==> config.mk <==
export PLATFORM = sky130hd
export DESIGN_NAME = usb_hid_rx
export DESIGN_NICKNAME = d
export VERILOG_FILES = /design/src/source/usb_hid_pkg.sv /design/src/source/usb_line_rx.sv /design/src/source/usb_packet_framer.sv /design/src/source/hid_report_decoder.sv /design/src/source/hid_gamepad_decoder.sv /design/src/source/usb_hid_rx.sv
export SDC_FILE = /design/constraint.sdc
export NUM_CORES = 1
export LEC_CHECK = 0
export ABC_CLOCK_PERIOD_IN_PS = 3100
export BUFFER_PORTS_ARGS = -buffer_cell sky130_fd_sc_hd__buf_2
export CAP_MARGIN = 20
export CELL_PAD_IN_SITES_DETAIL_PLACEMENT = 1
export CELL_PAD_IN_SITES_GLOBAL_PLACEMENT = 1
export CORE_ASPECT_RATIO = 2
export CORE_MARGIN = 2
export CORE_UTILIZATION = 42
export CTS_CLUSTER_DIAMETER = 60
export DETAILED_ROUTE_END_ITERATION = 10
export PLACE_DENSITY_LB_ADDON = 0.1
export SYNTH_ARGS = -nofsm -noshare
export SYNTH_HDL_FRONTEND = slang
export SYNTH_HIERARCHICAL = 1
export SYNTH_SLANG_ARGS = --single-unit
==> constraint.sdc <==
create_clock -name usbclk -period 3.1 [get_ports usbclk]
set_clock_uncertainty 0.2 [all_clocks]
set_input_delay 0.62 -clock usbclk [delete_from_list [all_inputs] [get_ports usbclk]]
set_output_delay 0.62 -clock usbclk [all_outputs]
set_load 0.005 [all_outputs]
==> src/source/usb_hid_pkg.sv <==
// shared types and default constants for the low-speed HID receiver
// timing defaults assume a 12 MHz usbclk against a 1.5 Mb/s line
// CRC bytes are not checked and are treated as report bytes when they fit
`default_nettype none

package usb_hid_pkg;

    typedef logic [7:0]  hid_byte_t;    // one report byte
    typedef logic [2:0]  byte_idx_t;    // byte position within a report
    typedef logic [1:0]  hid_type_t;    // device class from enumeration
    typedef logic [63:0] hid_raw_t;     // whole report, byte 0 in the low bits

    // device types on dev_type
    localparam hid_type_t HID_NONE     = 2'd0;
    localparam hid_type_t HID_KEYBOARD = 2'd1;
    localparam hid_type_t HID_MOUSE    = 2'd2;
    localparam hid_type_t HID_GAMEPAD  = 2'd3;

    localparam int CLKS_PER_BIT     = 8;   // 12 MHz / 1.5 MHz
    localparam int SAMPLE_PHASE     = 4;   // roughly mid bit
    localparam int STUFF_RUN        = 6;   // ones before a stuffed zero
    localparam int HEADER_BITS      = 16;  // sync + PID
    localparam int MAX_REPORT_BYTES = 8;

    // framer FSM
    typedef enum logic [1:0] {
        RX_IDLE,
        RX_HEADER,
        RX_DATA,
        RX_DROP
    } rx_state_t;

endpackage

`default_nettype wire

==> src/source/usb_line_rx.sv <==
// low-speed line receiver, listens only and never drives the bus
// bit timing comes from D- transitions, so SAMPLE_PHASE must be below CLK_DIV
// line takes J (D+ low, D- high) as idle and as the state before a packet
`default_nettype none

module usb_line_rx #(
    parameter int CLK_DIV = usb_hid_pkg::CLKS_PER_BIT
) (
    input  logic usbclk,
    input  logic usbrst_n,
    input  logic usb_dp,
    input  logic usb_dm,
    output logic sop,
    output logic bit_stb,
    output logic bit_val,
    output logic eop
);

    localparam int PW = $clog2(CLK_DIV + 1);

    logic [1:0]    dp_sync;
    logic [1:0]    dm_sync;
    logic          dm_d;       // D- one clock back
    logic          dm_smp;     // D- at previous sample
    logic [PW-1:0] phase;      // clocks since last D- edge
    logic [2:0]    ones_run;
    logic          in_pkt;

    logic dp;
    logic dm;
    logic dm_edge;
    logic smp;
    logic se0;
    logic nrz_bit;

    assign dp      = dp_sync[1];
    assign dm      = dm_sync[1];
    assign dm_edge = dm != dm_d;
    assign smp     = in_pkt && (phase == PW'(usb_hid_pkg::SAMPLE_PHASE));
    assign se0     = !dp && !dm;
    assign nrz_bit = dm == dm_smp;   // no change means a one

    always_ff @(posedge usbclk) begin
        if (!usbrst_n) begin
            dp_sync  <= 2'b00;
            dm_sync  <= 2'b11;       // idle J
            dm_d     <= 1'b1;
            dm_smp   <= 1'b1;
            phase    <= '0;
            ones_run <= '0;
            in_pkt   <= 1'b0;
            sop      <= 1'b0;
            bit_stb  <= 1'b0;
            bit_val  <= 1'b0;
            eop      <= 1'b0;
        end else begin
            dp_sync <= {dp_sync[0], usb_dp};
            dm_sync <= {dm_sync[0], usb_dm};
            dm_d    <= dm;
            sop     <= 1'b0;
            bit_stb <= 1'b0;
            eop     <= 1'b0;

            // bit clock recovery, one wrap per bit between edges
            if (dm_edge || phase == PW'(CLK_DIV)) begin
                phase <= PW'(1);
            end else begin
                phase <= phase + 1'b1;
            end

            if (!in_pkt && dm_edge && !dm && dp) begin   // J to K starts sync
                sop      <= 1'b1;
                in_pkt   <= 1'b1;
                ones_run <= '0;
                dm_smp   <= 1'b1;
            end else if (smp) begin
                if (se0) begin
                    eop    <= 1'b1;
                    in_pkt <= 1'b0;
                    dm_smp <= 1'b1;                      // line returns to J
                end else if (ones_run == 3'(usb_hid_pkg::STUFF_RUN)) begin
                    ones_run <= '0;                      // stuffed zero, dropped
                    dm_smp   <= dm;
                end else begin
                    bit_stb  <= 1'b1;
                    bit_val  <= nrz_bit;
                    ones_run <= nrz_bit ? ones_run + 1'b1 : 3'd0;
                    dm_smp   <= dm;
                end
            end
        end
    end

endmodule

`default_nettype wire

==> src/source/usb_packet_framer.sv <==
// byte assembly behind the line receiver
// sync and PID are skipped by bit count, the PID itself is not checked
// bytes past MAX_REPORT_BYTES are dropped until eop
`default_nettype none

module usb_packet_framer (
    input  logic                  usbclk,
    input  logic                  usbrst_n,
    input  logic                  sop,
    input  logic                  bit_stb,
    input  logic                  bit_val,
    input  logic                  eop,
    output logic                  byte_stb,
    output usb_hid_pkg::hid_byte_t byte_data,
    output usb_hid_pkg::byte_idx_t byte_idx,
    output logic                  pkt_end
);

    localparam int HW = $clog2(usb_hid_pkg::HEADER_BITS);

    usb_hid_pkg::rx_state_t state;
    logic [HW-1:0]          hdr_cnt;
    logic [2:0]             bit_pos;
    usb_hid_pkg::byte_idx_t byte_cnt;
    logic                   got_byte;   // at least one report byte sent
    usb_hid_pkg::hid_byte_t shift;
    logic                   byte_done;

    assign byte_done = (state == usb_hid_pkg::RX_DATA) && bit_stb && (bit_pos == 3'd7);

    // LSB first, new bit enters at the top
    always_ff @(posedge usbclk) begin
        if (state == usb_hid_pkg::RX_DATA && bit_stb) begin
            shift <= {bit_val, shift[7:1]};
        end
        if (byte_done) begin
            byte_data <= {bit_val, shift[7:1]};
            byte_idx  <= byte_cnt;
        end
    end

    always_ff @(posedge usbclk) begin
        if (!usbrst_n) begin
            state    <= usb_hid_pkg::RX_IDLE;
            hdr_cnt  <= '0;
            bit_pos  <= '0;
            byte_cnt <= '0;
            got_byte <= 1'b0;
            byte_stb <= 1'b0;
            pkt_end  <= 1'b0;
        end else begin
            byte_stb <= byte_done;
            pkt_end  <= 1'b0;
            if (eop) begin
                state    <= usb_hid_pkg::RX_IDLE;
                pkt_end  <= got_byte;             // header-only packets stay silent
                got_byte <= 1'b0;
            end else begin
                case (state)
                    usb_hid_pkg::RX_IDLE: if (sop) begin
                        state    <= usb_hid_pkg::RX_HEADER;
                        hdr_cnt  <= '0;
                        bit_pos  <= '0;
                        byte_cnt <= '0;
                    end
                    usb_hid_pkg::RX_HEADER: if (bit_stb) begin
                        hdr_cnt <= hdr_cnt + 1'b1;
                        if (hdr_cnt == HW'(usb_hid_pkg::HEADER_BITS - 1)) begin
                            state <= usb_hid_pkg::RX_DATA;
                        end
                    end
                    usb_hid_pkg::RX_DATA: if (bit_stb) begin
                        bit_pos <= bit_pos + 1'b1;
                        if (bit_pos == 3'd7) begin
                            got_byte <= 1'b1;
                            byte_cnt <= byte_cnt + 1'b1;
                            if (byte_cnt == 3'(usb_hid_pkg::MAX_REPORT_BYTES - 1)) begin
                                state <= usb_hid_pkg::RX_DROP;
                            end
                        end
                    end
                    default: ;                    // drop: wait for eop
                endcase
            end
        end
    end

endmodule

`default_nettype wire

==> src/source/hid_report_decoder.sv <==
// keyboard and mouse fields plus the raw report copy
// dev_type is sampled per byte and may change only between packets
// mouse_dx and mouse_dy read as zero again one cycle after report
`default_nettype none

module hid_report_decoder (
    input  logic                   usbclk,
    input  logic                   usbrst_n,
    input  logic                   byte_stb,
    input  logic                   pkt_end,
    input  usb_hid_pkg::hid_byte_t  byte_data,
    input  usb_hid_pkg::byte_idx_t  byte_idx,
    input  usb_hid_pkg::hid_type_t  dev_type,
    output logic                   report,
    output usb_hid_pkg::hid_byte_t  key_modifiers,
    output usb_hid_pkg::hid_byte_t  key1,
    output usb_hid_pkg::hid_byte_t  key2,
    output usb_hid_pkg::hid_byte_t  key3,
    output usb_hid_pkg::hid_byte_t  key4,
    output usb_hid_pkg::hid_byte_t  mouse_btn,
    output usb_hid_pkg::hid_byte_t  mouse_dx,
    output usb_hid_pkg::hid_byte_t  mouse_dy,
    output usb_hid_pkg::hid_raw_t   hid_report
);

    always_ff @(posedge usbclk) begin
        if (!usbrst_n) begin
            report        <= 1'b0;
            key_modifiers <= '0;
            key1          <= '0;
            key2          <= '0;
            key3          <= '0;
            key4          <= '0;
            mouse_btn     <= '0;
            mouse_dx      <= '0;
            mouse_dy      <= '0;
            hid_report    <= '0;
        end else begin
            report <= pkt_end && (dev_type != usb_hid_pkg::HID_NONE);
            if (report) begin              // movement is relative, consume it
                mouse_dx <= '0;
                mouse_dy <= '0;
            end
            if (byte_stb) begin
                hid_report[{byte_idx, 3'b000} +: 8] <= byte_data;
                if (dev_type == usb_hid_pkg::HID_KEYBOARD) begin
                    case (byte_idx)        // byte 1 is reserved in boot reports
                        3'd0: key_modifiers <= byte_data;
                        3'd2: key1 <= byte_data;
                        3'd3: key2 <= byte_data;
                        3'd4: key3 <= byte_data;
                        3'd5: key4 <= byte_data;
                        default: ;
                    endcase
                end else if (dev_type == usb_hid_pkg::HID_MOUSE) begin
                    case (byte_idx)
                        3'd0: mouse_btn <= byte_data;   // middle, right, left
                        3'd1: mouse_dx <= byte_data;    // signed
                        3'd2: mouse_dy <= byte_data;
                        default: ;
                    endcase
                end
            end
        end
    end

endmodule

`default_nettype wire

==> src/source/hid_gamepad_decoder.sv <==
// gamepad directions and buttons for the common generic layout
// axes come from bytes 0/1 or from the top bits of bytes 3/4
// reports with byte 0 low bits 10 only touch the byte 0/1 axes
`default_nettype none

module hid_gamepad_decoder (
    input  logic                  usbclk,
    input  logic                  usbrst_n,
    input  logic                  byte_stb,
    input  logic                  pkt_end,
    input  usb_hid_pkg::hid_byte_t byte_data,
    input  usb_hid_pkg::byte_idx_t byte_idx,
    input  usb_hid_pkg::hid_type_t dev_type,
    output logic                  game_l,
    output logic                  game_r,
    output logic                  game_u,
    output logic                  game_d,
    output logic                  game_a,
    output logic                  game_b,
    output logic                  game_x,
    output logic                  game_y,
    output logic                  game_sel,
    output logic                  game_sta
);

    logic valid;   // current report has the usual layout

    always_ff @(posedge usbclk) begin
        if (!usbrst_n) begin
            valid <= 1'b0;
            {game_l, game_r, game_u, game_d} <= 4'b0000;
            {game_a, game_b, game_x, game_y} <= 4'b0000;
            {game_sel, game_sta} <= 2'b00;
        end else begin
            if (pkt_end) valid <= 1'b0;
            if (byte_stb && dev_type == usb_hid_pkg::HID_GAMEPAD) begin
                case (byte_idx)
                    3'd0: begin
                        if (byte_data[1:0] != 2'b10) begin
                            valid <= 1'b1;
                            {game_l, game_r, game_u, game_d} <= 4'b0000;
                        end else begin
                            valid <= 1'b0;   // adapter side record
                        end
                        if (byte_data == 8'h00) {game_l, game_r} <= 2'b10;
                        if (byte_data == 8'hff) {game_l, game_r} <= 2'b01;
                    end
                    3'd1: begin
                        if (byte_data == 8'h00) {game_u, game_d} <= 2'b10;
                        if (byte_data == 8'hff) {game_u, game_d} <= 2'b01;
                    end
                    3'd3: if (valid) begin
                        if (byte_data[7:6] == 2'b00) {game_l, game_r} <= 2'b10;
                        if (byte_data[7:6] == 2'b11) {game_l, game_r} <= 2'b01;
                    end
                    3'd4: if (valid) begin
                        if (byte_data[7:6] == 2'b00) {game_u, game_d} <= 2'b10;
                        if (byte_data[7:6] == 2'b11) {game_u, game_d} <= 2'b01;
                    end
                    3'd5: if (valid) {game_y, game_b, game_a, game_x} <= byte_data[7:4];
                    3'd6: if (valid) {game_sta, game_sel} <= byte_data[5:4];
                    default: ;
                endcase
            end
        end
    end

endmodule

`default_nettype wire

==> src/source/usb_hid_rx.sv <==
// receive-only low-speed HID report decoder
// dev_type comes from outside enumeration logic and must be stable per packet
// no CRC check, no handshake back to the device
`default_nettype none

module usb_hid_rx #(
    parameter int CLKS_PER_BIT = usb_hid_pkg::CLKS_PER_BIT
) (
    input  logic                   usbclk,
    input  logic                   usbrst_n,
    input  logic                   usb_dp,
    input  logic                   usb_dm,
    input  usb_hid_pkg::hid_type_t  dev_type,
    output logic                   report,
    output usb_hid_pkg::hid_byte_t  key_modifiers,
    output usb_hid_pkg::hid_byte_t  key1,
    output usb_hid_pkg::hid_byte_t  key2,
    output usb_hid_pkg::hid_byte_t  key3,
    output usb_hid_pkg::hid_byte_t  key4,
    output usb_hid_pkg::hid_byte_t  mouse_btn,
    output usb_hid_pkg::hid_byte_t  mouse_dx,
    output usb_hid_pkg::hid_byte_t  mouse_dy,
    output usb_hid_pkg::hid_raw_t   hid_report,
    output logic                   game_l,
    output logic                   game_r,
    output logic                   game_u,
    output logic                   game_d,
    output logic                   game_a,
    output logic                   game_b,
    output logic                   game_x,
    output logic                   game_y,
    output logic                   game_sel,
    output logic                   game_sta
);

    logic                   sop;
    logic                   bit_stb;
    logic                   bit_val;
    logic                   eop;
    logic                   byte_stb;
    usb_hid_pkg::hid_byte_t byte_data;
    usb_hid_pkg::byte_idx_t byte_idx;
    logic                   pkt_end;

    usb_line_rx #(
        .CLK_DIV (CLKS_PER_BIT)
    ) u_line_rx (
        .usbclk, .usbrst_n, .usb_dp, .usb_dm,
        .sop, .bit_stb, .bit_val, .eop
    );

    usb_packet_framer u_framer (
        .usbclk, .usbrst_n, .sop, .bit_stb, .bit_val, .eop,
        .byte_stb, .byte_data, .byte_idx, .pkt_end
    );

    hid_report_decoder u_report_dec (
        .usbclk, .usbrst_n, .byte_stb, .pkt_end, .byte_data, .byte_idx, .dev_type,
        .report, .key_modifiers, .key1, .key2, .key3, .key4,
        .mouse_btn, .mouse_dx, .mouse_dy, .hid_report
    );

    hid_gamepad_decoder u_gamepad_dec (
        .usbclk, .usbrst_n, .byte_stb, .pkt_end, .byte_data, .byte_idx, .dev_type,
        .game_l, .game_r, .game_u, .game_d,
        .game_a, .game_b, .game_x, .game_y, .game_sel, .game_sta
    );

endmodule

`default_nettype wire

==> PnR_summary.wiki, run 1 <==
{| class="wikitable"
! Metric !! Value
|-
| Outcome || finished, final reports clean
|-
| Cell area after synthesis || around 0.0083 mm²
|-
| DIE AREA || 0.0211 mm²
|-
| Library cell used as clock root buffer || sky130_fd_sc_hd__clkbuf_16
|-
| WL/cell || 19.6 µm
|-
| Post-Route M1 WL || 9450 µm
|-
| Final critical path time including I/O delays and setup || 2.51 ns
|-
| Wirelength, routed || 25300 µm
|-
| Final Wtd Congestion || 0.763
|-
| Largest area contributor in the netlist || sky130_fd_sc_hd__dfxtp_1
|-
| Total routing resource utilization after global routing || 24.0%
|-
| Worst slack on hold paths || 0.167 ns
|-
| Total non-filler cell area in the finished layout || 0.00977 mm²
|-
| Wire length of the first global-routing pass || 40200 µm
|-
| TritonCTS clock tree || built
|-
| Via count of the first global-routing pass || 7359
|-
| Postcts setup bufs || 0
|-
| Maximum count of clock buffers along a single path || 2
|-
| Core ar. || a little under 0.02 mm²
|-
| Setup TNS || 0 ns
|-
| Sequence of cells on the critical path || inv_1, ha_1, ha_1, o311a_1, buf_4, and2_0, o21ai_1
|-
| Detailed-route via count || about 7000
|-
| CTS buffer count || 17
|-
| Worst ir drop on vdd || roughly 0.33 mV
|-
| Final period util || a little over 80%
|-
| Met2 wire length || 14600 µm
|-
| Pwr per Cell Area || 497 mW/mm²
|-
| Top-area cell type share of the netlist area || roughly two fifths
|-
| Final-layout fill cell count || 2312
|-
| CTS hold repair buffers || 0
|-
| Pre-Repair DR Iteration Count || 4
|-
| Sequential element share of the synthesized area || between 40% and 50%
|-
| Internal || ~3.7 mW
|-
| Number of maximum-capacitance constraint violations || 0
|-
| Maximum fanout encountered on the critical timing path || 17
|-
| Global-route congestion overflow total || 0
|-
| Headroom to the max-slew limit || between 30% and 40%
|-
| Fmax || 0.399 GHz
|-
| Die width || a little over 100 µm
|-
| Distinct cell type count of the synthesized netlist || 74
|-
| CP required || 3.20 ns
|-
| Layout-stage area growth over the synthesis result || 17.2%
|-
| Top area cells in the synthesized netlist || sky130_fd_sc_hd__dfxtp_1, sky130_fd_sc_hd__edfxtp_1, sky130_fd_sc_hd__a21oi_1
|-
| RSZ-0062 raised after global routing || no
|-
| Library cell contributing the largest single delay on the critical path || sky130_fd_sc_hd__ha_1
|-
| Most used flip-flop cell after synthesis || sky130_fd_sc_hd__dfxtp_1
|-
| Final HPWL DP || approximately 18000 µm
|-
| Delay of the slowest cell on the worst path || approximately 0.46 ns
|-
| Ports placed on the boundary || 145
|-
| Share of synthesized registers carrying an async set or reset || 0%
|-
| Area of placed instances || 0.00922 mm²
|-
| Clock network latency to the later pin of the worst-skew pair || between 0.4 and 0.5 ns
|-
| DR iter-0 viols || 196
|-
| Final net count || 1046
|-
| Mean cell area of the mapped netlist || approximately 9.2 µm²
|-
| Clock slew seen by the registers of the worst setup and hold paths || 0.07 ns
|-
| # diodes || 0
|-
| FP Rows || 72
|-
| Detail Route met3 WL || a little under 700 µm
|-
| Startpoint type of the worst setup path || flip-flop
|-
| Path category of the worst min-delay check || primary input to flip-flop
|-
| Cell with the most instances on the worst path || sky130_fd_sc_hd__ha_1
|-
| Hold violation total from the final report || 0
|-
| Maximum level of the CTS H-tree || 4
|-
| Number of gates resized after cts || 0
|-
| Number of vias per cell after detailed routing || about 5.5
|-
| Critical path endpoint category || flip-flop
|-
| Initial antenna violation count || 0
|-
| Number of enable-type register cells in the synthesized netlist || 18
|-
| FF+latch count, synth || 191
|-
| Number of max-slew violations in the final report || 0
|-
| DRC violations left || 0
|-
| Buffers added on ports || 144
|-
| Finish-stage setup viols || 0
|-
| Die Ht || 203 µm
|-
| Initial cell density of the core || between 40 and 50%
|-
| Switching Fraction || 23.2%
|-
| Logic gate share of total power || between 5 and 6%
|-
| Fraction of layout cells with a size suffix above 1 || 21.1%
|-
| Part of the power in the clock network || 43.0%
|-
| Part of the total power dissipated in sequential elements || 51.7%
|-
| # clock sinks || roughly 190
|-
| CP arrival || 2.60 ns
|-
| Number of nets with antenna violations after routing || 0
|-
| Top Layer Used || met4
|-
| Critical path class || flip-flop to flip-flop
|-
| Pwr Total || roughly 5 mW
|-
| Static Leakage || 3.90 nW
|-
| Fraction of the core area covered by cells at the end of the flow || 50.4%
|-
| Synthesized instance count || 907
|-
| Pin count of the biggest net entering global routing || 89
|-
| Switching pwr || around 1.1 mW
|-
| Net Count, Synth || between 900 and 1000
|-
| Yosys synthesis warning count || 6
|-
| Slew @ Worst Pin || 0.907 ns
|}
==> layer usage <==
| layer | vias up | track usage (%) |
|---|---|---|
| met3 | 30 | 3.52 |
| met2 | 135 | 48.2 |
| met5 | - | 0 |
| li1 | 3437 | - |
| met1 | 3509 | 25.0 |
| met4 | 0 | 7.77 |
==> per-stage QoR <==
step | cells | setup WS [ns]
6_report | 1289 | 0.593
5_1_grt | 1289 | 0.444
4_1_cts | 1289 | 0.591
3_5_place_dp | 1259 | 0.605
3_3_place_gp | 1259 | 0.702
2_1_floorplan | 907 | 0.288
==> registers in the layout, indices dropped and copies added (netlist names), 2 cells and up <==
register	count
u_report_dec/key_modifiers	8
u_report_dec/mouse_dy	8
u_framer/hdr_cnt	4
u_report_dec/mouse_dx	8
u_framer/state	2
u_report_dec/mouse_btn	8
u_line_rx/ones_run	3
u_framer/byte_cnt	3
u_line_rx/phase	4
u_framer/bit_pos	3
u_report_dec/key2	8
u_framer/byte_data	8
u_line_rx/dm_sync	2
u_report_dec/key4	8
u_report_dec/key1	8
u_framer/shift	7
u_framer/byte_idx	3
u_line_rx/dp_sync	2
u_report_dec/hid_report	64
u_report_dec/key3	8
==> logic make-up after synthesis <==
group / after synthesis / share of synthesized area [%]
simple gates: 340 / 23.4
mux: 39 / 4.70
fa+ha+maj: 21 / 3.15
compound gates: 216 / 15.1
xor+xnor: 4 / 0.420
buf+inv: 96 / 5.19
flops: 191 / 48.0
==> power by group through the flow <==
stage                     registers [mW]  clock network, mW  logic [mW]
after floorplan                     2.56                  0       0.207
after global placement              2.57                  0       0.257
after detailed placement            2.57                  0       0.261
after CTS                           2.51               2.13       0.262
after global routing                2.51               2.21       0.287
final                               2.51               2.09       0.261
==> cells in the final DEF, fill, tap and decap left out, drive strengths merged, types with 8 or more instances in the layout <==
cell	count
buf	169
nor3	9
o31ai	17
nand2b	11
nand4b	20
mux2i	38
and2	8
and3	8
clkbuf	20
nor2b	37
edfxtp	18
nand3	62
a21oi	95
nor2	8
dfxtp	173
inv	20
nand3b	8
o21ai	70
ha	21
nand2	117
nand4	20
==> Yosys cell counts, drive strengths merged, types with 6 or more instances <==
cell type    n
o21ai       70
nor3         9
buf         25
clkbuf      51
and4b        7
nand2      117
edfxtp      18
a21oi       95
nor2         8
and3b        7
mux2i       38
nand3       62
and2         8
ha          21
dfxtp      173
nand2b      11
a21boi       6
nor2b       37
nand4       20
o31ai       17
nand4b      20
inv         19
nand3b       8
and3         8
==> cell type report <==
| cell class | count | area [µm²] | share of cell area (%) |
|---|---|---|---|
| clock buffers | 20 | 458 | 4.69 |
| clock inverters | 10 | 90.1 | 0.922 |
| inverters | 20 | 75.1 | 0.768 |
| multi-input cells | 620 | 3900 | 39.9 |
| flip-flops and latches | 191 | 4000 | 41.0 |
| well taps | 259 | 324 | 3.32 |
| repair buffers | 169 | 921 | 9.43 |
==> critical path: cells and delay by family, from the launching register on <==
kind / cells / cell delay [ns]
AO/OA/AOI/OAI: 2 / 0.44
adder cells (fa/ha/maj): 2 / 0.70
buffers and inverters: 2 / 0.30
flip-flops: 1 / 0.35
AND/OR/NAND/NOR: 1 / 0.38
==> path summary, 6_finish.rpt <==
| check | start | slack (ns) | to | cells after the start |
|---|---|---|---|---|
| max | u_framer/byte_idx[0] | 0.59 | u_report_dec/hid_report[27] | 7 |
| max reg2reg | u_framer/byte_idx[0] | 0.59 | u_report_dec/hid_report[27] | 7 |
| min | usb_dm | 0.17 | u_line_rx/dm_sync[0] | 2 |
| min reg2reg | u_line_rx/dm_sync[0] | 0.21 | u_line_rx/dm_sync[1] | 1 |
No activity file was read; power rests on OpenSTA's default activity.
==> run 2: changes to the inputs <==
--- a/config.mk
+++ b/config.mk
@@ -5,14 +5,15 @@
 export SDC_FILE = /design/constraint.sdc
 export NUM_CORES = 1
 export LEC_CHECK = 0
-export ABC_CLOCK_PERIOD_IN_PS = 3100
+export ABC_AREA = 1
+export ABC_CLOCK_PERIOD_IN_PS = 2200
 export BUFFER_PORTS_ARGS = -buffer_cell sky130_fd_sc_hd__buf_2
 export CAP_MARGIN = 20
 export CELL_PAD_IN_SITES_DETAIL_PLACEMENT = 1
 export CELL_PAD_IN_SITES_GLOBAL_PLACEMENT = 1
 export CORE_ASPECT_RATIO = 2
 export CORE_MARGIN = 2
-export CORE_UTILIZATION = 42
+export CORE_UTILIZATION = 37
 export CTS_CLUSTER_DIAMETER = 60
 export DETAILED_ROUTE_END_ITERATION = 10
 export PLACE_DENSITY_LB_ADDON = 0.1
==> constraint.sdc (replaced) <==
create_clock -name usbclk -period 2.2 [get_ports usbclk]
set_clock_uncertainty 0.2 [all_clocks]
set_input_delay 0.44 -clock usbclk [delete_from_list [all_inputs] [get_ports usbclk]]
set_output_delay 0.44 -clock usbclk [all_outputs]
set_load 0.005 [all_outputs]
==> run 2 against run 1 <==
Hold slack got worse by 0.089 ns. Critical path depth rose by 2. Maximum frequency up 22%. Combinational power increased to 3.4 times the previous value. Synthesized cell count rose by 24%. Setup slack worse by 0.44 ns. Sequential power increased by 44%. Sequential share of layout area shrank 1.6 points. Via count grew 6.6%. Final area rose by 4.1%. Non-clock buffer count is 19 higher.
==> PnR_summary.wiki, run 2 <==
{| class="wikitable"
! Metric !! Value
|-
| Outcome || finished, final reports clean (unchanged)
|-
| Clock slew seen by the registers of the worst setup and hold paths || 0.07 ns (about the same)
|-
| Die width || 110 µm (was 104 µm)
|-
| Wire length of the first global-routing pass || 39100 µm (was 40200 µm)
|-
| Clock network latency to the later pin of the worst-skew pair || 0.45 ns (was 0.44 ns)
|-
| DIE AREA || 0.0238 mm² (was 0.0211 mm²)
|-
| Switching Fraction || 25.4% (was 23.2%)
|-
| Commonest non-fill, non-tap cell in the layout || sky130_fd_sc_hd__nor2_1 (was sky130_fd_sc_hd__dfxtp_1)
|-
| Hold violation total from the final report || 0 (unchanged)
|-
| DR iter-0 viols || 251 (was 196)
|-
| Path category of the worst min-delay check || primary input to flip-flop (unchanged)
|-
| Startpoint of the worst register-to-register path || u_framer/byte_idx[0] (unchanged)
|-
| Pwr per Cell Area || 772 mW/mm² (was 497 mW/mm²)
|-
| Slew @ Worst Pin || 0.598 ns (was 0.907 ns)
|-
| Number of vias per cell after detailed routing || 4.81 (was 5.52)
|-
| Largest reg by FF count || u_report_dec/hid_report (unchanged)
|-
| DRC violations left || 0 (unchanged)
|-
| Internal || 5.86 mW (was 3.73 mW)
|-
| Hold Path Depth || 3 (was 2)
|-
| CP required || 2.34 ns (was 3.20 ns)
|-
| Distinct cell type count of the synthesized netlist || 44 (was 74)
|-
| FP Rows || 77 (was 72)
|-
| Fmax || 0.488 GHz (was 0.399 GHz)
|-
| Endpoint of the worst register-to-register path || u_report_dec/hid_report[61] (was u_report_dec/hid_report[27])
|-
| Core ar. || 0.0222 mm² (was 0.0194 mm²)
|-
| Number of max-slew violations in the final report || 0 (unchanged)
|-
| Critical path endpoint category || flip-flop (unchanged)
|-
| Final period util || 93.2% (was 80.9%)
|-
| CP arrival || 2.19 ns (was 2.60 ns)
|-
| Most used flip-flop cell after synthesis || sky130_fd_sc_hd__dfxtp_1 (unchanged)
|-
| # clock sinks || 191 (unchanged)
|-
| Worst ir drop on vdd || 0.559 mV (was 0.325 mV)
|-
| Worst setup path endpoint || u_report_dec/hid_report[61] (was u_report_dec/hid_report[27])
|-
| Global-route congestion overflow total || 0 (unchanged)
|-
| Critical path class || flip-flop to flip-flop (unchanged)
|-
| TritonCTS clock tree || built (unchanged)
|-
| Setup TNS || 0 ns (unchanged)
|-
| Startpoint type of the worst setup path || flip-flop (unchanged)
|-
| Initial antenna violation count || 0 (unchanged)
|-
| Buffers added on ports || 144 (unchanged)
|-
| Largest area contributor in the netlist || sky130_fd_sc_hd__dfxtp_1 (unchanged)
|-
| Headroom to the max-slew limit || 60.1% (was 39.6%)
|-
| Die Ht || 216 µm (was 203 µm)
|-
| Library cell used as clock root buffer || sky130_fd_sc_hd__clkbuf_16 (unchanged)
|-
| Worst slack on hold paths || 0.0783 ns (was 0.167 ns)
|-
| Switching pwr || 1.99 mW (was 1.13 mW)
|-
| Part of the total power dissipated in sequential elements || 46.1% (was 51.7%)
|-
| Worst hold path startpoint || dev_type[0] (was usb_dm)
|-
| Finish-stage setup viols || 0 (unchanged)
|-
| Yosys synthesis warning count || 6 (unchanged)
|-
| Synthesized instance count || 1122 (was 907)
|-
| Commonest cells in the netlist || sky130_fd_sc_hd__nor2_1, sky130_fd_sc_hd__nand2_1, sky130_fd_sc_hd__dfxtp_1, sky130_fd_sc_hd__inv_1, sky130_fd_sc_hd__o21ai_0 (was sky130_fd_sc_hd__dfxtp_1, sky130_fd_sc_hd__nand2_1, sky130_fd_sc_hd__a21oi_1, sky130_fd_sc_hd__nand3_1, sky130_fd_sc_hd__o21ai_0)
|-
| Logic gate share of total power || 11.4% (was 5.4%)
|-
| Sequential element share of the synthesized area || 48.0% (about the same)
|-
| Pre-Repair DR Iteration Count || 4 (unchanged)
|-
| Layout-stage area growth over the synthesis result || 21.9% (was 17.2%)
|-
| CTS buffer count || 17 (unchanged)
|-
| Library cell contributing the largest single delay on the critical path || sky130_fd_sc_hd__edfxtp_1 (was sky130_fd_sc_hd__ha_1)
|-
| Largest register FFs || 64 (unchanged)
|-
| Number of maximum-capacitance constraint violations || 0 (unchanged)
|-
| RSZ-0062 raised after global routing || no (unchanged)
|-
| WL/cell || 15.7 µm (was 19.6 µm)
|-
| Detailed-route via count || 7580 (was 7111)
|-
| Fraction of layout cells with a size suffix above 1 || 20.8% (was 21.1%)
|-
| Final-layout fill cell count || 2831 (was 2312)
|-
| Wirelength, routed || 24700 µm (was 25300 µm)
|-
| Pin count of the biggest net entering global routing || 56 (was 89)
|-
| Share of synthesized registers carrying an async set or reset || 0% (unchanged)
|-
| Cell area after synthesis || 0.00834 mm² (about the same)
|-
| Delay of the slowest cell on the worst path || 0.43 ns (was 0.46 ns)
|-
| Logic depth of the worst register-to-register path || 9 (was 7)
|-
| Ports placed on the boundary || 145 (unchanged)
|-
| Final critical path time including I/O delays and setup || 2.05 ns (was 2.51 ns)
|-
| Final HPWL DP || 18700 µm (was 18100 µm)
|-
| Most repeated cell in the gate-level netlist after synthesis || sky130_fd_sc_hd__nor2_1 (was sky130_fd_sc_hd__dfxtp_1)
|-
| Static Leakage || 4.88 nW (was 3.90 nW)
|-
| Final net count || 1315 (was 1046)
|-
| Part of the power in the clock network || 42.6% (was 43.0%)
|-
| Worst-case register-to-register setup slack || 0.15 ns (was 0.59 ns)
|-
| Top-area cell type share of the netlist area || 41.5% (about the same)
|-
| First element of the critical path || u_framer/byte_idx[0] (unchanged)
|-
| Final Wtd Congestion || 0.847 (was 0.763)
|-
| FF+latch count, synth || 191 (unchanged)
|-
| Number of enable-type register cells in the synthesized netlist || 18 (unchanged)
|-
| Top area cells in the synthesized netlist || sky130_fd_sc_hd__dfxtp_1, sky130_fd_sc_hd__nor2_1, sky130_fd_sc_hd__nand2_1 (was sky130_fd_sc_hd__dfxtp_1, sky130_fd_sc_hd__edfxtp_1, sky130_fd_sc_hd__a21oi_1)
|-
| Fraction of the core area covered by cells at the end of the flow || 45.9% (was 50.4%)
|-
| Via count of the first global-routing pass || 7764 (was 7359)
|-
| Mean cell area of the mapped netlist || 7.44 µm² (was 9.19 µm²)
|-
| Number of nets with antenna violations after routing || 0 (unchanged)
|-
| Net Count, Synth || 1149 (was 934)
|-
| # diodes || 0 (unchanged)
|-
| Maximum level of the CTS H-tree || 4 (unchanged)
|-
| Top library cells by usage in the layout, fill and taps aside || sky130_fd_sc_hd__nor2_1, sky130_fd_sc_hd__nand2_1, sky130_fd_sc_hd__dfxtp_1 (was sky130_fd_sc_hd__dfxtp_1, sky130_fd_sc_hd__buf_2, sky130_fd_sc_hd__nand2_1)
|-
| Total routing resource utilization after global routing || 21.4% (was 24.0%)
|-
| Maximum count of clock buffers along a single path || 2 (unchanged)
|-
| Maximum fanout encountered on the critical timing path || 6 (was 17)
|-
| Initial cell density of the core || 37.7% (was 43.0%)
|-
| Sequence of cells on the critical path || inv_2, ha_2, ha_4, inv_1, nand2_2, nor2_2, nand2_1, o21ai_0, nor2_1 (was inv_1, ha_1, ha_1, o311a_1, buf_4, and2_0, o21ai_1)
|}
-- run 2: cell count changes after synthesis, moves of 36 or more --
cell / change
sky130_fd_sc_hd__a21oi_1: -51
sky130_fd_sc_hd__inv_1: +102
sky130_fd_sc_hd__mux2i_1: -38
sky130_fd_sc_hd__nand2_1: +74
sky130_fd_sc_hd__nor2_1: +290
sky130_fd_sc_hd__nor2b_1: -36
-- run 2: timing repair --
item	in CTS	in global routing
endpoints found under the setup margin	0	16
hold endpoints to repair	2	0
setup buffers	0	1
hold buffers	2	0
gates resized for setup	0	3
-- run 2: logic make-up (layout without fill, tap and decap cells) --
family,Yosys count,count (layout),share of synthesized area (%)
xor gates and xnor gates,5,5,0.525
DFF,191,191,48.0
buffers and inverters,174,353,9.01
and+or+nand+nor,605,605,31.3
adders and majority gates,21,21,3.15
AOI/OAI and AO/OA,126,126,8.07
-- run 2: power groups by stage --
stage / registers (mW) / logic [mW] / clock network [mW]
2_1_floorplan: 3.68 / 0.720 / 0
3_3_place_gp: 3.69 / 0.872 / 0
3_5_place_dp: 3.69 / 0.903 / 0
4_1_cts: 3.62 / 0.914 / 3.45
5_1_grt: 3.62 / 1.02 / 3.57
6_report: 3.62 / 0.892 / 3.34
-- run 2: worst min-delay path by stage --
stage,to,slack (ns)
2_1_floorplan,u_line_rx/dp_sync[1],0.19
3_3_place_gp,u_line_rx/dm_sync[1],0.20
3_5_place_dp,u_framer/byte_data[0],0.21
4_1_cts,u_report_dec/report,0.06
5_1_grt,u_report_dec/report,0.09
6_report,u_report_dec/report,0.08
-- run 2: cell type report --
| class | instances | area [µm²] | share of cell area [%] |
|---|---|---|---|
| sequential | 191 | 4000 | 39.4 |
| multi-input combinational | 757 | 3610 | 35.5 |
| timing repair buffer | 188 | 1080 | 10.7 |
| inverter | 133 | 500 | 4.92 |
| clock buffer | 18 | 429 | 4.22 |
| tap | 276 | 345 | 3.39 |
| clock inverter | 14 | 196 | 1.93 |
-- run 2: worst max-delay path: cells and delay by family, from the launching register on --
kind            cells  cell delay, ns
compound gates      1            0.21
fa+ha+maj           2            0.46
buf+inv             2            0.20
flops               1            0.43
simple gates        4            0.44
-- run 2: stage by stage --
| stage | total power [mW] | area [µm²] | setup WS (ns) | std cells |
|---|---|---|---|---|
| after floorplan | 4.40 | 8360 | 0.00789 | 1122 |
| after global placement | 4.56 | 9500 | 0.190 | 1542 |
| after detailed placement | 4.60 | 9500 | 0.161 | 1542 |
| after CTS | 7.98 | 10100 | 0.0965 | 1576 |
| after global routing | 8.21 | 10200 | 0.00651 | 1577 |
| final | 7.85 | 10200 | 0.150 | 1577 |
-- run 2: routing by layer --
layer  track usage (%)  up-vias  share of wire [%]
met5                 0        -                  0
met4              7.83        0                2.4
met3              4.66       39                4.2
met2              41.4      146                 57
met1              21.4     3566                 37
li1                  -     3829                  -
==> run 3: changes to the inputs <==
--- a/config.mk
+++ b/config.mk
@@ -6,7 +6,7 @@
 export NUM_CORES = 1
 export LEC_CHECK = 0
 export ABC_AREA = 1
-export ABC_CLOCK_PERIOD_IN_PS = 2200
+export ABC_CLOCK_PERIOD_IN_PS = 1650
 export BUFFER_PORTS_ARGS = -buffer_cell sky130_fd_sc_hd__buf_2
 export CAP_MARGIN = 20
 export CELL_PAD_IN_SITES_DETAIL_PLACEMENT = 1
==> constraint.sdc (replaced) <==
create_clock -name usbclk -period 1.65 [get_ports usbclk]
set_clock_uncertainty 0.2 [all_clocks]
set_input_delay 0.33 -clock usbclk [delete_from_list [all_inputs] [get_ports usbclk]]
set_output_delay 0.33 -clock usbclk [all_outputs]
set_load 0.005 [all_outputs]
==> run 3 against run 2 <==
Count of clock-buffer cells in the layout did not move. Via count rose by 6.5%. The flow now finishes with violations (negative setup slack). Die area did not move. Setup slack got worse by 0.42 ns. Sequential power rose by 34%. Final area rose by 15%. Maximum frequency rose by 6.8%. Combinational power rose by 64%.
==> PnR_summary.wiki, run 3 (synthesized netlist as in run 2, its figures left out) <==
{| class="wikitable"
! Metric !! Value
|-
| Outcome || finished with violations (was finished, final reports clean)
|-
| Failing checks || negative setup slack
|-
| Slew @ Worst Pin || 0.395 ns (was 0.598 ns)
|-
| Logic depth of the worst register-to-register path || 10 (was 9)
|-
| Delay of the slowest cell on the worst path || 0.45 ns (was 0.43 ns)
|-
| Fraction of the core area covered by cells at the end of the flow || 52.6% (was 45.9%)
|-
| RSZ-0062 raised after global routing || yes (was no)
|-
| Final period util || 116% (was 93.2%)
|-
| Finish-stage setup viols || 131 (was 0)
|-
| Switching pwr || 2.83 mW (was 1.99 mW)
|-
| Number of nets with antenna violations after routing || 0 (unchanged)
|-
| Maximum fanout encountered on the critical timing path || 8 (was 6)
|-
| Maximum level of the CTS H-tree || 4 (unchanged)
|-
| CP required || 1.83 ns (was 2.34 ns)
|-
| Critical path endpoint category || flip-flop (unchanged)
|-
| Wirelength, routed || 26900 µm (was 24700 µm)
|-
| Clock slew seen by the registers of the worst setup and hold paths || 0.07 ns (about the same)
|-
| DR iter-0 viols || 345 (was 251)
|-
| Library cell used as clock root buffer || sky130_fd_sc_hd__clkbuf_16 (unchanged)
|-
| Die width || 110 µm (unchanged)
|-
| Global-route congestion overflow total || 0 (unchanged)
|-
| Hold violation total from the final report || 0 (unchanged)
|-
| Library cell contributing the largest single delay on the critical path || sky130_fd_sc_hd__edfxtp_1 (unchanged)
|-
| Fmax || 0.521 GHz (was 0.488 GHz)
|-
| Wire length of the first global-routing pass || 41200 µm (was 39100 µm)
|-
| Fraction of layout cells with a size suffix above 1 || 35.9% (was 20.8%)
|-
| Number of maximum-capacitance constraint violations || 0 (unchanged)
|-
| Total non-filler cell area in the finished layout || 0.0117 mm² (was 0.0102 mm²)
|-
| Area occupied by multi-input gates || 0.00435 mm² (was 0.00361 mm²)
|-
| Sequence of cells on the critical path || inv_8, ha_4, ha_4, nand2_4, clkinv_4, buf_12, nand2_4, nor2_4, nor2_2, nor2_1 (was inv_2, ha_2, ha_4, inv_1, nand2_2, nor2_2, nand2_1, o21ai_0, nor2_1)
|-
| Die Ht || 216 µm (unchanged)
|-
| Logic gate share of total power || 13.4% (was 11.4%)
|-
| Via count of the first global-routing pass || 8184 (was 7764)
|-
| Final Wtd Congestion || 0.813 (was 0.847)
|-
| Ports placed on the boundary || 145 (unchanged)
|-
| Clock network latency to the later pin of the worst-skew pair || 0.45 ns (about the same)
|-
| Top library cells by usage in the layout, fill and taps aside || sky130_fd_sc_hd__nor2_1, sky130_fd_sc_hd__dfxtp_1, sky130_fd_sc_hd__nand2_1 (was sky130_fd_sc_hd__nor2_1, sky130_fd_sc_hd__nand2_1, sky130_fd_sc_hd__dfxtp_1)
|-
| Number of max-slew violations in the final report || 0 (unchanged)
|-
| Detailed-route via count || 8070 (was 7580)
|-
| Layer with the highest usage after global routing || met2 (unchanged)
|-
| Largest register FFs || 64 (unchanged)
|-
| Core ar. || 0.0222 mm² (unchanged)
|-
| # clock sinks || 191 (unchanged)
|-
| Static Leakage || 5.43 nW (was 4.88 nW)
|-
| Headroom to the max-slew limit || 73.6% (was 60.1%)
|-
| Critical path class || flip-flop to flip-flop (unchanged)
|-
| Endpoint of the worst register-to-register path || u_report_dec/hid_report[32] (was u_report_dec/hid_report[61])
|-
| Total routing resource utilization after global routing || 22.6% (was 21.4%)
|-
| GR Layer Usage met3 || 4.54% (was 4.66%)
|-
| Worst ir drop on vdd || 0.773 mV (was 0.559 mV)
|-
| Sequential cell area || 0.00401 mm² (was 0.00400 mm²)
|-
| Part of the power in the clock network || 41.9% (was 42.6%)
|-
| DRC violations left || 0 (unchanged)
|-
| Initial cell density of the core || 37.7% (unchanged)
|-
| Final critical path time including I/O delays and setup || 1.92 ns (was 2.05 ns)
|-
| Path category of the worst min-delay check || primary input to flip-flop (unchanged)
|-
| Pwr per Cell Area || 931 mW/mm² (was 772 mW/mm²)
|-
| CP arrival || 2.10 ns (was 2.19 ns)
|-
| Worst-case register-to-register setup slack || -0.27 ns (was 0.15 ns)
|-
| Commonest non-fill, non-tap cell in the layout || sky130_fd_sc_hd__nor2_1 (unchanged)
|-
| CTS buffer count || 17 (unchanged)
|-
| Worst slack on hold paths || 0.0164 ns (was 0.0783 ns)
|-
| Layout-stage area growth over the synthesis result || 39.7% (was 21.9%)
|-
| FP Rows || 77 (unchanged)
|-
| Number of vias per cell after detailed routing || 4.90 (was 4.81)
|-
| WL/cell || 16.3 µm (was 15.7 µm)
|-
| Switching Fraction || 26.1% (was 25.4%)
|-
| Pin count of the biggest net entering global routing || 35 (was 56)
|-
| Worst setup path endpoint || u_report_dec/hid_report[32] (was u_report_dec/hid_report[61])
|-
| Final Worst Setup Slack || -0.269 ns (was 0.150 ns)
|-
| Met2 Track Usage GR || 44.1% (was 41.4%)
|-
| Area of placed instances || 0.0101 mm² (was 0.00950 mm²)
|-
| Largest reg by FF count || u_report_dec/hid_report (unchanged)
|-
| First element of the critical path || u_framer/byte_idx[0] (unchanged)
|-
| Startpoint type of the worst setup path || flip-flop (unchanged)
|-
| Final HPWL DP || 19400 µm (was 18700 µm)
|-
| TritonCTS clock tree || built (unchanged)
|-
| M1 GR Usage || 22.1% (was 21.4%)
|-
| Part of the total power dissipated in sequential elements || 44.6% (was 46.1%)
|-
| Pre-Repair DR Iteration Count || 4 (unchanged)
|-
| Place WS || -0.281 ns (was 0.161 ns)
|-
| DIE AREA || 0.0238 mm² (unchanged)
|-
| Internal || 8.03 mW (was 5.86 mW)
|-
| Buffers added on ports || 144 (unchanged)
|-
| Startpoint of the worst register-to-register path || u_framer/byte_idx[0] (unchanged)
|-
| Maximum count of clock buffers along a single path || 2 (unchanged)
|-
| Final net count || 1384 (was 1315)
|-
| # diodes || 0 (unchanged)
|-
| Final-layout fill cell count || 2787 (was 2831)
|-
| Initial antenna violation count || 0 (unchanged)
|}
-- run 3: cell count changes in the layout (fill, tap and decap cells not counted), sizes merged --
cell         previous run  this run
nand2                 199       202
buf                   186       249
inv                   131       132
clkinvlp                4         3
dlygate4sd3             2         4
nand3                  57        58
-- run 3: metrics by stage --
stage	instances	TNS, ns	power, mW
2_1_floorplan	1122	-29.74	5.87
3_3_place_gp	1593	-19.68	6.16
3_5_place_dp	1593	-24.26	6.21
4_1_cts	1637	-18.01	10.8
5_1_grt	1646	-30.56	11.3
6_report	1646	-19.45	10.9
-- run 3: area by class of cell --
cell class,instances,share of cell area (%)
Sequential cell,191,34.4
Clock buffer,18,3.68
Tap cell,276,2.96
Inverter,133,4.78
Clock inverter,14,1.83
Multi-Input combinational cell,761,37.3
Timing Repair Buffer,253,15.1
-- run 3: what timing repair did --
item,CTS,global route
pin swaps,24,44
cloned,3,2
hold endpoints to repair,3,0
buffers inserted,5,9
hold buffers,4,0
endpoints found under the setup margin,154,162
gates resized for setup,120,141
-- run 3: how the worst min path moves through the flow --
stage	end	slack (ns)	depth (start not counted)	from
after detailed placement	u_line_rx/dm_sync[1]	0.20	1	u_line_rx/dm_sync[0]
after floorplan	u_line_rx/dp_sync[1]	0.19	2	u_line_rx/dp_sync[0]
final	u_line_rx/dm_d	0.02	2	usbrst_n
after CTS	u_line_rx/dm_d	0.006	2	usbrst_n
after global routing	u_line_rx/dm_d	0.02	2	usbrst_n
after global placement	u_line_rx/dm_sync[1]	0.20	1	u_line_rx/dm_sync[0]
-- run 3: per-layer routing --
layer | routed length, µm | part of all wire, %
met1 | 9860 | 37
met3 | 974 | 3.6
met5 | 0 | 0
met4 | 976 | 3.6
met2 | 15000 | 56
-- run 3: power by group through the flow --
| stage | logic [mW] | clock network [mW] | registers (mW) |
|---|---|---|---|
| floorplan | 0.961 | 0 | 4.91 |
| global placement | 1.24 | 0 | 4.92 |
| detailed placement | 1.28 | 0 | 4.93 |
| CTS | 1.32 | 4.67 | 4.82 |
| global route | 1.66 | 4.83 | 4.85 |
| finish | 1.46 | 4.55 | 4.84 |
-- run 3: critical path: cells and delay by family (launching register included) --
kind,cells,cell delay (ns)
buffers and inverters,3,0.24
adder cells (fa/ha/maj),2,0.47
AND/OR/NAND/NOR,5,0.50
flip-flops,1,0.45
